File: config.mk
export PLATFORM = sky130hd
export DESIGN_NAME = executeCore
export DESIGN_NICKNAME = d
export VERILOG_FILES = /design/src/common/mipsPkg.sv /design/src/registerFile/registerFile.sv /design/src/verilog/decodeControl.sv /design/src/verilog/aluUnit.sv /design/src/verilog/executeCore.sv
export SDC_FILE = /design/constraint.sdc
export NUM_CORES = 2
export LEC_CHECK = 0
export BUFFER_PORTS_ARGS = -buffer_cell sky130_fd_sc_hd__buf_2
export CAP_MARGIN = 20
export CORE_MARGIN = 3
export CORE_UTILIZATION = 38
export DETAILED_ROUTE_END_ITERATION = 12
export GPL_ROUTABILITY_DRIVEN = 0
export HOLD_SLACK_MARGIN = 0.08
export MAX_ROUTING_LAYER = met4
export PLACE_DENSITY = 0.5
export SYNTH_ARGS = -nofsm -noshare
export SYNTH_HDL_FRONTEND = slang
export SYNTH_SLANG_ARGS = --single-unit
File: constraint.sdc
create_clock -name clk -period 6 [get_ports clk]
set_clock_uncertainty 0.2 [all_clocks]
set_input_delay 1.2 -clock clk [delete_from_list [all_inputs] [get_ports clk]]
set_output_delay 1.2 -clock clk [all_outputs]
set_load 0.02 [all_outputs]
File: src/common/mipsPkg.sv
`default_nettype none

package mipsPkg;

	// Basic widths
	typedef logic [31:0] word_t;
	typedef logic [4:0] regAddr_t;
	typedef logic [31:0] instr_t;

	localparam int numRegs = 32;

	////////////////////////////////////////
	// Instruction fields
	localparam int opMsb = 31;
	localparam int opLsb = 26;
	localparam int rsMsb = 25;
	localparam int rsLsb = 21;
	localparam int rtMsb = 20;
	localparam int rtLsb = 16;
	localparam int rdMsb = 15;
	localparam int rdLsb = 11;
	localparam int fnMsb = 5;
	localparam int fnLsb = 0;
	localparam int immMsb = 15;
	localparam int immLsb = 0;

	// Opcodes
	localparam logic [5:0] opRType = 6'h00;
	localparam logic [5:0] opAddi = 6'h08;
	localparam logic [5:0] opOri = 6'h0D;
	localparam logic [5:0] opLui = 6'h0F;

	// R-type funct codes
	localparam logic [5:0] fnAdd = 6'h20;
	localparam logic [5:0] fnSub = 6'h22;
	localparam logic [5:0] fnAnd = 6'h24;
	localparam logic [5:0] fnOr = 6'h25;
	localparam logic [5:0] fnSlt = 6'h2A;

	////////////////////////////////////////
	// Decoded controls
	typedef enum logic [2:0] {aluAdd, aluSub, aluAnd, aluOr, aluSlt, aluLui} aluOp_t;
	typedef enum logic [1:0] {immNone, immSign, immZero} immKind_t;

	// Execute stage, forward flags pick wbStage result
	typedef struct packed {
		logic valid;
		aluOp_t aluOp;
		immKind_t immKind;
		logic [15:0] imm16;
		regAddr_t dest;
		logic forwardA;
		logic forwardB;
	} exStage_t;

	// Writeback stage
	typedef struct packed {
		logic valid;
		regAddr_t dest;
		word_t result;
	} wbStage_t;

endpackage

`default_nettype wire

File: src/registerFile/registerFile.sv
`timescale 1ns/1ns
`default_nettype none

module registerFile
	import mipsPkg::*;
(
	input wire clk,
	input wire reset,
	// Read addresses
	input wire regAddr_t rs,
	input wire regAddr_t rt,
	// Write port
	input wire writeEnable,
	input wire regAddr_t writeAddr,
	input wire word_t writeData,
	// Registered read data
	output word_t rd1,
	output word_t rd2
);

	// Storage array
	word_t regs [numRegs];

	////////////////////////////////////////
	// Read path

	// One read port
	// r0 forced to zero
	// Same-edge write passes straight through
	function automatic word_t readPort(input regAddr_t addr);
		word_t value;
		if (addr == '0)
			value = '0;
		else if (writeEnable && (writeAddr == addr))
			value = writeData;
		else
			value = regs[addr];
		return value;
	endfunction

	////////////////////////////////////////
	// Storage and read registers

	always_ff @(posedge clk)
	begin
		if (reset)
		begin
			// Clear whole file
			for (int i = 0; i < numRegs; i++)
				regs[i] <= '0;
			rd1 <= '0;
			rd2 <= '0;
		end
		else
		begin
			// Writes to r0 dropped
			if (writeEnable && (writeAddr != '0))
				regs[writeAddr] <= writeData;

			// Reads update every edge
			rd1 <= readPort(rs);
			rd2 <= readPort(rt);
		end
	end

	// Both ports behave the same
	// readPort keeps them in step
	// Data lands one cycle after address

endmodule

`default_nettype wire

File: src/verilog/decodeControl.sv
`timescale 1ns/1ns
`default_nettype none

module decodeControl
	import mipsPkg::*;
(
	input wire clk,
	input wire reset,
	input wire instrValid,
	input wire instr_t instr,
	// Result of the execute stage
	input wire word_t aluResult,
	// Source addresses to register file
	output regAddr_t rs,
	output regAddr_t rt,
	// Pipeline registers
	output exStage_t exStage,
	output wbStage_t wbStage
);

	// Raw fields
	logic [5:0] opcode;
	logic [5:0] funct;

	// Decode results
	aluOp_t decAluOp;
	immKind_t decImmKind;
	regAddr_t decDest;

	// Forward requests
	logic fwdA;
	logic fwdB;

	////////////////////////////////////////
	// Field split
	assign opcode = instr[opMsb:opLsb];
	assign funct = instr[fnMsb:fnLsb];
	assign rs = instr[rsMsb:rsLsb];
	assign rt = instr[rtMsb:rtLsb];

	////////////////////////////////////////
	// Opcode and funct decode
	always_comb
	begin
		// Default is a no-op writing nothing
		decAluOp = aluAdd;
		decImmKind = immNone;
		decDest = '0;
		case (opcode)
			opRType:
			begin
				// R-type writes rd
				decDest = instr[rdMsb:rdLsb];
				case (funct)
					fnAdd: decAluOp = aluAdd;
					fnSub: decAluOp = aluSub;
					fnAnd: decAluOp = aluAnd;
					fnOr: decAluOp = aluOr;
					fnSlt: decAluOp = aluSlt;
					default: decDest = '0;
				endcase
			end
			opAddi:
			begin
				decImmKind = immSign;
				decDest = rt;
			end
			opOri:
			begin
				decAluOp = aluOr;
				decImmKind = immZero;
				decDest = rt;
			end
			opLui:
			begin
				// Upper half taken from B
				decAluOp = aluLui;
				decImmKind = immZero;
				decDest = rt;
			end
			default: decDest = '0;
		endcase
	end

	////////////////////////////////////////
	// Forwarding against in-flight instruction
	// Only a valid stage with nonzero dest counts
	assign fwdA = exStage.valid && (exStage.dest != '0) && (exStage.dest == rs);
	assign fwdB = exStage.valid && (exStage.dest != '0) && (exStage.dest == rt);

	// Pipeline registers
	always_ff @(posedge clk)
	begin
		if (reset)
		begin
			exStage <= '0;
			wbStage <= '0;
		end
		else
		begin
			exStage <= '{valid: instrValid, aluOp: decAluOp, immKind: decImmKind,
				imm16: instr[immMsb:immLsb], dest: decDest,
				forwardA: fwdA, forwardB: fwdB};
			// Result captured one edge later
			wbStage <= '{valid: exStage.valid, dest: exStage.dest, result: aluResult};
		end
	end

endmodule

`default_nettype wire

File: src/verilog/aluUnit.sv
`timescale 1ns/1ns
`default_nettype none

module aluUnit
	import mipsPkg::*;
(
	input wire exStage_t exStage,
	// Register file data
	input wire word_t rd1,
	input wire word_t rd2,
	// Writeback stage for forwarding
	input wire wbStage_t wbStage,
	output word_t aluResult
);

	word_t opA;
	word_t regB;
	word_t immExt;
	word_t opB;

	////////////////////////////////////////
	// Operand select

	// Forward newest result when flagged
	assign opA = exStage.forwardA ? wbStage.result : rd1;
	assign regB = exStage.forwardB ? wbStage.result : rd2;

	// Immediate extension
	always_comb
	begin
		case (exStage.immKind)
			immSign: immExt = {{16{exStage.imm16[15]}}, exStage.imm16};
			immZero: immExt = {16'h0000, exStage.imm16};
			default: immExt = '0;
		endcase
	end

	// Immediate replaces register B
	assign opB = (exStage.immKind == immNone) ? regB : immExt;

	////////////////////////////////////////
	// Operations
	always_comb
	begin
		case (exStage.aluOp)
			aluAdd: aluResult = opA + opB;
			aluSub: aluResult = opA - opB;
			aluAnd: aluResult = opA & opB;
			aluOr: aluResult = opA | opB;
			// Signed compare
			aluSlt: aluResult = ($signed(opA) < $signed(opB)) ? 32'd1 : 32'd0;
			// Immediate into upper half
			aluLui: aluResult = {opB[15:0], 16'h0000};
			default: aluResult = '0;
		endcase
	end

endmodule

`default_nettype wire

File: src/verilog/executeCore.sv
`timescale 1ns/1ns
`default_nettype none

module executeCore
	import mipsPkg::*;
(
	input wire clk,
	input wire reset,
	input wire instrValid,
	input wire instr_t instr,
	// Writeback view
	output logic resultValid,
	output regAddr_t resultDest,
	output word_t result
);

	regAddr_t rs;
	regAddr_t rt;
	word_t rd1;
	word_t rd2;
	word_t aluResult;
	exStage_t exStage;
	wbStage_t wbStage;

	////////////////////////////////////////
	// Control and pipeline registers
	decodeControl decode (.clk(clk), .reset(reset), .instrValid(instrValid),
		.instr(instr), .aluResult(aluResult), .rs(rs), .rt(rt),
		.exStage(exStage), .wbStage(wbStage));

	// Write port fed from writeback stage
	registerFile regFile (.clk(clk), .reset(reset), .rs(rs), .rt(rt),
		.writeEnable(wbStage.valid), .writeAddr(wbStage.dest),
		.writeData(wbStage.result), .rd1(rd1), .rd2(rd2));

	// Execute
	aluUnit alu (.exStage(exStage), .rd1(rd1), .rd2(rd2), .wbStage(wbStage),
		.aluResult(aluResult));

	////////////////////////////////////////
	// Result ports
	assign resultValid = wbStage.valid;
	assign resultDest = wbStage.dest;
	assign result = wbStage.result;

endmodule

`default_nettype wire

## Word level (Yosys, flattened, before mapping)

Memories as Yosys holds them, arrays and structs flattened. A register that Yosys moved wholly into a read port is not among the register bits.
Cells that the tools add are included.

- Output and inout port bits: 38
- Memories kept: 1
- RAM bits: 1024
- Logic and storage cells: 69
- Input bits: 35
- Bits in registers: 67

Memory list:

| memory | depth | width | rd ports | clocked after memory_dff | wr ports | RTL line | text |
|---|---|---|---|---|---|---|---|
| regFile.regs | 32 | 32 | 2 | 2 | 32 | registerFile.sv:22 | `word_t regs [numRegs];` |

- Add/sub/neg operators: 2
- Reduce and logical (&&, ||, !) cells: 17
- Bitwise logic cells: 2
- Equality and inequality tests: 17
- $lt $le $gt $ge: 1
- Multiplexer cells: 19

Operators by type and width:

| kind | number |
|---|---|
| case mux 32 bit (6 select lines) | 1 |
| two-way mux 32 bit | 4 |
| case mux 32 bit (2 select lines) | 1 |
| adder 32 bit | 1 |
| AND 32 bit | 1 |
| < comparator 32 bit | 1 |
| bitwise OR 32 bit | 1 |
| OR reduction 32 bit | 1 |
| subtractor 32 bit | 1 |
| == test 6 bit (second input constant) | 5 |
| == test 6 x 4 -> 1 bit (second input constant) | 3 |
| case mux 3 bit (4 select lines) | 1 |
| == test 5 bit | 2 |
| logical NOT 5 bit | 2 |
| two-way mux 5 bit | 2 |
| case mux 5 bit (2 select lines) | 1 |
| nonzero test 5 bit | 2 |
| case mux 3 bit (3 select lines) | 1 |
| two-way mux 1 bit | 7 |
| == test 3 x 2 -> 1 bit (second input constant) | 2 |
| == test 3 bit (second input constant) | 2 |
| logical NOT 6 bit | 1 |
| OR reduction 2 bit | 3 |
| OR reduction 5 bit | 1 |
| other kinds (8) | 11 |

## Depth between registers and ports, before layout

- Depth after elaboration: 7
- Depth in mapped cells: 19
- Depth with buffers taken out: 18

## By module

From an unflattened synthesis, not the netlist that was laid out.

- Cell total of the unflattened synthesis: 4844
- Area, all modules: 64202.8 µm²

Modules (own cells, without submodules):

| module | times used | sequential area each (µm²) | area each (µm²) | cells each |
|---|---|---|---|---|
| registerFile | 1 | 32030.7 | 56200.2 | 3850 |
| aluUnit | 1 | 0.0 | 5821.8 | 803 |
| decodeControl | 1 | 1341.3 | 2180.8 | 191 |

## Worst setup path before layout

Ideal clock, no wire load.

- Path kind: reg-to-reg
- Start: register decode.exStage[0] (netlist name)
- End: register decode.wbStage[29] (netlist name)
- Period minus slack after synthesis: 4.374 ns
- Slack: 1.626 ns
- Library setup time: 0.120 ns
- Path buffers: 4
- Required time: 5.680 ns
- Data arrival time: 4.054 ns
- Cell stages (with the launch flop): 17
- Cells stage by stage: dfxtp_1 > clkbuf_1 > buf_1 > buf_1 > mux2i_1 > a21oi_1 > ha_1 > buf_2 > inv_2 > a21oi_1 > a21oi_1 > or3_1 > a211oi_1 > o21bai_1 > a221o_1 > mux2i_1 > a211o_1

- Cells in the longest elaborated chain, start to end: 4
- Elaborated cells on any way between the ends: 7
- Classes of those cells: 2 x add/sub; 3 x mux; 2 x bitwise

RTL lines:

| element | RTL line | text |
|---|---|---|
| two-way mux 32 bit (*) | aluUnit.sv:26 | `assign regB = exStage.forwardB ? wbStage.result : rd2;` |
| two-way mux 32 bit (*) | aluUnit.sv:39 | `assign opB = (exStage.immKind == immNone) ? regB : immExt;` |
| subtractor 32 bit (tied with other cells) | aluUnit.sv:47 | `aluSub: aluResult = opA - opB;` |
| case mux 32 bit (6 select lines) (*) | aluUnit.sv:45 | `case (exStage.aluOp)` |

Mark *: on every way between the ends. The rest lies on a longest branch, timed or not.
A chain may end at the register's enable or synchronous reset.

## Final worst setup path

- Start: register decode.exStage[23] (netlist name)
- End: register decode.wbStage[24] (netlist name)

- Cells in the longest elaborated chain, start to end: 5
- Elaborated cells on any way between the ends: 10
- Classes of those cells: 2 x add/sub; 2 x eq/ne; 3 x mux; 2 x bitwise; 1 x reduce/logical

RTL lines:

| element | RTL line | text |
|---|---|---|
| == test 2 bit or == test 2 x 1 -> 1 bit (tied branches) | aluUnit.sv:31 | `case (exStage.immKind)` |
| case mux 32 bit (2 select lines) | aluUnit.sv:31 |  |
| two-way mux 32 bit (*) | aluUnit.sv:39 |  |
| subtractor 32 bit (tied with other cells) | aluUnit.sv:47 |  |
| case mux 32 bit (6 select lines) (*) | aluUnit.sv:45 |  |

Marked as above.

==> impl_summary.txt <==
----------------------------------------------------
[Setup path]
  Required time of the worst setup path ... 6.47 ns
  Kind of start point of the critical path ... register
  Crit path cell chain ... inv_1 -> ha_1 -> buf_4 -> nor3b_2 -> buf_4 -> a22oi_1 -> inv_1 -> ha_1 -> fa_1 -> a211oi_1 -> o21a_1 -> a211o_1 -> and2_1 -> o21ai_0 -> a311oi_1 -> xnor2_1 -> a222oi_1 -> o22ai_1
  Kind of end point of the critical path ... register
  Critical Path Fanout Max ... 34
  Critical path class ... register to register
  Critical-path cell with the highest stage delay ... sky130_fd_sc_hd__fa_1
  Arr. time, crit path ... around 5.4 ns
  Delay of the slowest cell on the worst path ... ~0.50 ns
  CP delay by family, top ... compound AO/OA/AOI/OAI gates
  Setup slack on the worst flop-to-flop path ... around 1.0 ns
  Crit path buffers/inverters ... 4

[Synth]
  Share of synthesized registers carrying an async set or reset ... 0
  Number of register bits inferred by synthesis ... around 1200
  Share of synthesized area occupied by flip-flops and latches ... 0.517
  Post-synthesis cell type count ... 75
  Cells after Synth ... 4942
  Netlist Area Pre-Place ... between 60000 and 70000 um2
  Total number of yosys warnings ... 0
  Top_reg_cell synth ... sky130_fd_sc_hd__edfxtp_1
  Synthesized area per cell ... approximately 13 um2
  Count of flip-flops with a built-in enable after synthesis ... between 1000 and 1500

[Cells and area]
  Post-layout util ... 0.432
  Fraction of final layout cells sized beyond drive strength 1 ... 0.216
  Area growth, synth to finish ... 12.4%
  Layout Cells excl Fill ... between 7000 and 8000
  Final Net Count ... roughly 5000

[Power]
  Cell area power density ... around 280 nW/um2
  Switching part of the total power ... 0.278
  Pint ... ~0.015 W
  Share of total power in sequential cells ... 0.448
  Total leakage power ... roughly 26 nW
  Combinational power share ... 0.152
  Switching Power ... around 0.0058 W
  Peak ir drop on the vdd network ... 0.000322 V
  Clock group share of total power ... 0.400

[Floorplan]
  Starting utilization of the core area ... 0.384
  Chip Height ... between 400 and 500 um
  Standard-cell rows ... 150
  Die Footprint ... between 150000 and 200000 um2
  Number of placed I/O pins ... 73
  Core outline area ... ~170000 um2
  Die X-Extent ... roughly 420 um

[STA]
  Final setup TNS ... 0 ns
  Maximum clock frequency ... a little over 200 MHz
  Final period util ... 0.829
  Setup violation total in the final timing report ... 0
  Endpoints failing hold ... 0
  Shortest period the worst path allows ... about 5 ns
  Transition time at the pin with the least slew margin ... roughly 1.2 ns
  Count of final max-slew check failures ... 0
  Rel. slew slack ... 0.201
  Setup repair after global routing missed its margin ... false

[Global routing]
  Global route overflow ... 0
  Maximum number of pins on one net before global-route repair ... 70
  Vias in the first global route ... between 40000 and 50000
  Global-route usage over all layers ... 0.304
  Antenna violations before repair ... 34
  Global-route wire length before repair ... 359000 um

[Placement]
  Cell Count Post-Placement ... ~7000
  Number of port buffers ... 72
  Post-DP HPWL ... around 150000 um

[Drt]
  Detail Route Antenna Nets ... 0
  Final wirelength ... roughly 260000 um
  Detail-routed net length per standard cell ... 36.0 um
  Length of routed wiring on met1 ... around 110000 um
  Detailed Routing Iterations Pass 1 ... 7
  Vias post-DR ... approximately 45000
  Uppermost metal layer occupied by signal nets ... met4
  Starting DRC count in detailed routing ... 7215
  DR WL met3 ... ~25000 um
  Met2 Wirelength ... 117000 um
  Vias per Instance ... just over 6
  Number of remaining DRC errors ... 0

[Worst hold path]
  Type of the worst min-delay path ... register to register

[Job]
  Number of max-capacitance violations reported ... 0

[CTS]
  Total CTS buffers ... roughly 140
  Clock sinks ... between 1000 and 1500
  Clock tree root driver cell ... sky130_fd_sc_hd__clkbuf_16
  Post-CTS repair timing setup buffer count ... 0
  Number of levels in the clock H-tree ... 4
  Clock transition at the registers of the reported paths ... roughly 0.06 ns
  CTS tree ... yes
  Clock insertion delay at the later pin of the skew report ... 0.79 ns
  Maximum root-to-sink buffer count ... 3
  Cells resized by post-CTS repair ... 0
  Hold-fix buffer count after cts ... 0

[Run status]
  Run status ... finished clean

----------------------------------------------------
path summary, 6_finish.rpt:
check / to / startpoint / cells after the start
setup / recovery: decode.wbStage[24] / decode.exStage[23] / 18
hold / removal: decode.wbStage[36] / decode.exStage[6] / 1
setup reg to reg: decode.wbStage[24] / decode.exStage[23] / 18
hold reg to reg: decode.wbStage[36] / decode.exStage[6] / 1
cell families after synthesis:
kind of cell / after synthesis / share of synthesized area
simple gates: 1499 / 0.133
flops: 1155 / 0.517
mux: 808 / 0.214
compound gates: 757 / 0.0760
buf+inv: 574 / 0.0340
fa+ha+maj: 101 / 0.0198
xor+xnor: 47 / 0.00638
other cells: 1 / 0.0000581
power groups by stage:
stage                     Combinational (W)  Clock (W)  Sequential (W)
after floorplan                     0.00183          0         0.00940
after global placement              0.00306          0         0.00942
after detailed placement            0.00307          0         0.00943
after CTS                           0.00307    0.00838         0.00926
after global routing                0.00330    0.00867         0.00928
final                               0.00315    0.00828         0.00926
registers in the layout, indices dropped and copies added, names as in the netlist:
| signal | flops |
|---|---|
| decode.wbStage | 38 |
| regFile.rd1 | 32 |
| decode.exStage | 29 |
| regFile.regs | 1024 |
| regFile.rd2 | 32 |
synth_stat cells, types with 19 or more instances:
master                     number  area share
sky130_fd_sc_hd__a21oi_1      207       0.016
sky130_fd_sc_hd__mux4_2       448        0.16
sky130_fd_sc_hd__clkbuf_1     381       0.022
sky130_fd_sc_hd__o211ai_1      74      0.0086
sky130_fd_sc_hd__nand3_1       19      0.0015
sky130_fd_sc_hd__nor2b_1       36      0.0035
sky130_fd_sc_hd__and2_1       994       0.096
sky130_fd_sc_hd__mux2i_1      250       0.039
sky130_fd_sc_hd__edfxtp_1    1024        0.48
sky130_fd_sc_hd__nor2_1       235       0.014
sky130_fd_sc_hd__dfxtp_1      131       0.041
sky130_fd_sc_hd__buf_2         28      0.0022
sky130_fd_sc_hd__xnor2_1       31      0.0042
sky130_fd_sc_hd__o21ai_0      155       0.012
sky130_fd_sc_hd__inv_1         98      0.0057
sky130_fd_sc_hd__a22oi_1       81      0.0094
sky130_fd_sc_hd__nand2_1       92      0.0053
sky130_fd_sc_hd__a211oi_1      55      0.0064
sky130_fd_sc_hd__a221oi_1      65      0.0088
sky130_fd_sc_hd__mux2_2       110       0.019
sky130_fd_sc_hd__buf_1         63      0.0037
sky130_fd_sc_hd__or2_2         36      0.0035
sky130_fd_sc_hd__ha_1          99       0.019
through the flow:
stage	total power (W)	cell area [um2]	hold WS (ns)	worst slack (ns)
floorplan	0.0112	64700	0.243	1.63
global placement	0.0125	68100	0.325	1.15
detailed placement	0.0125	68100	0.331	1.14
CTS	0.0207	72500	0.336	1.10
global route	0.0213	72600	0.351	0.692
finish	0.0207	72600	0.338	1.03
layout make-up:
cell class	instances	area, um2
diodes	19	47.5
clock buffers	191	3850
clock inverters	58	492
fillers	15100	95400
inverters	100	375
multi-input cells	3244	29400
flip-flops and latches	1155	33400
well taps	2204	2760
repair buffers	255	2280
worst register-to-register path, stage by stage (launching register included):
cell,delay (ns)
sky130_fd_sc_hd__dfxtp_1,0.31
sky130_fd_sc_hd__inv_1,0.08
sky130_fd_sc_hd__ha_1,0.19
sky130_fd_sc_hd__buf_4,0.42
sky130_fd_sc_hd__nor3b_2,0.10
sky130_fd_sc_hd__buf_4,0.22
sky130_fd_sc_hd__a22oi_1,0.26
sky130_fd_sc_hd__inv_1,0.13
sky130_fd_sc_hd__ha_1,0.27
sky130_fd_sc_hd__fa_1,0.50
sky130_fd_sc_hd__a211oi_1,0.28
sky130_fd_sc_hd__o21a_1,0.26
sky130_fd_sc_hd__a211o_1,0.25
sky130_fd_sc_hd__and2_1,0.19
sky130_fd_sc_hd__o21ai_0,0.20
sky130_fd_sc_hd__a311oi_1,0.47
sky130_fd_sc_hd__xnor2_1,0.16
sky130_fd_sc_hd__a222oi_1,0.24
sky130_fd_sc_hd__o22ai_1,0.12
cells in the final DEF (no fill, tap or decap), drive strengths merged, types with 65 or more instances in the layout:
cell / instances
mux4: 448
a21oi: 207
and2: 994
clkbuf: 192
mux2i: 250
o21ai: 156
a221oi: 65
a22oi: 81
dfxtp: 131
o211ai: 74
edfxtp: 1024
ha: 99
buf: 254
nand2: 92
mux2: 110
inv: 104
nor2: 235
routing by layer:
metal | track usage | vias to the layer above
li1 | - | 18500
met1 | 0.419 | 23300
met2 | 0.450 | 2660
met3 | 0.0574 | 473
met4 | 0.107 | 0
met5 | - | -
(Power assumes the default switching activity.)
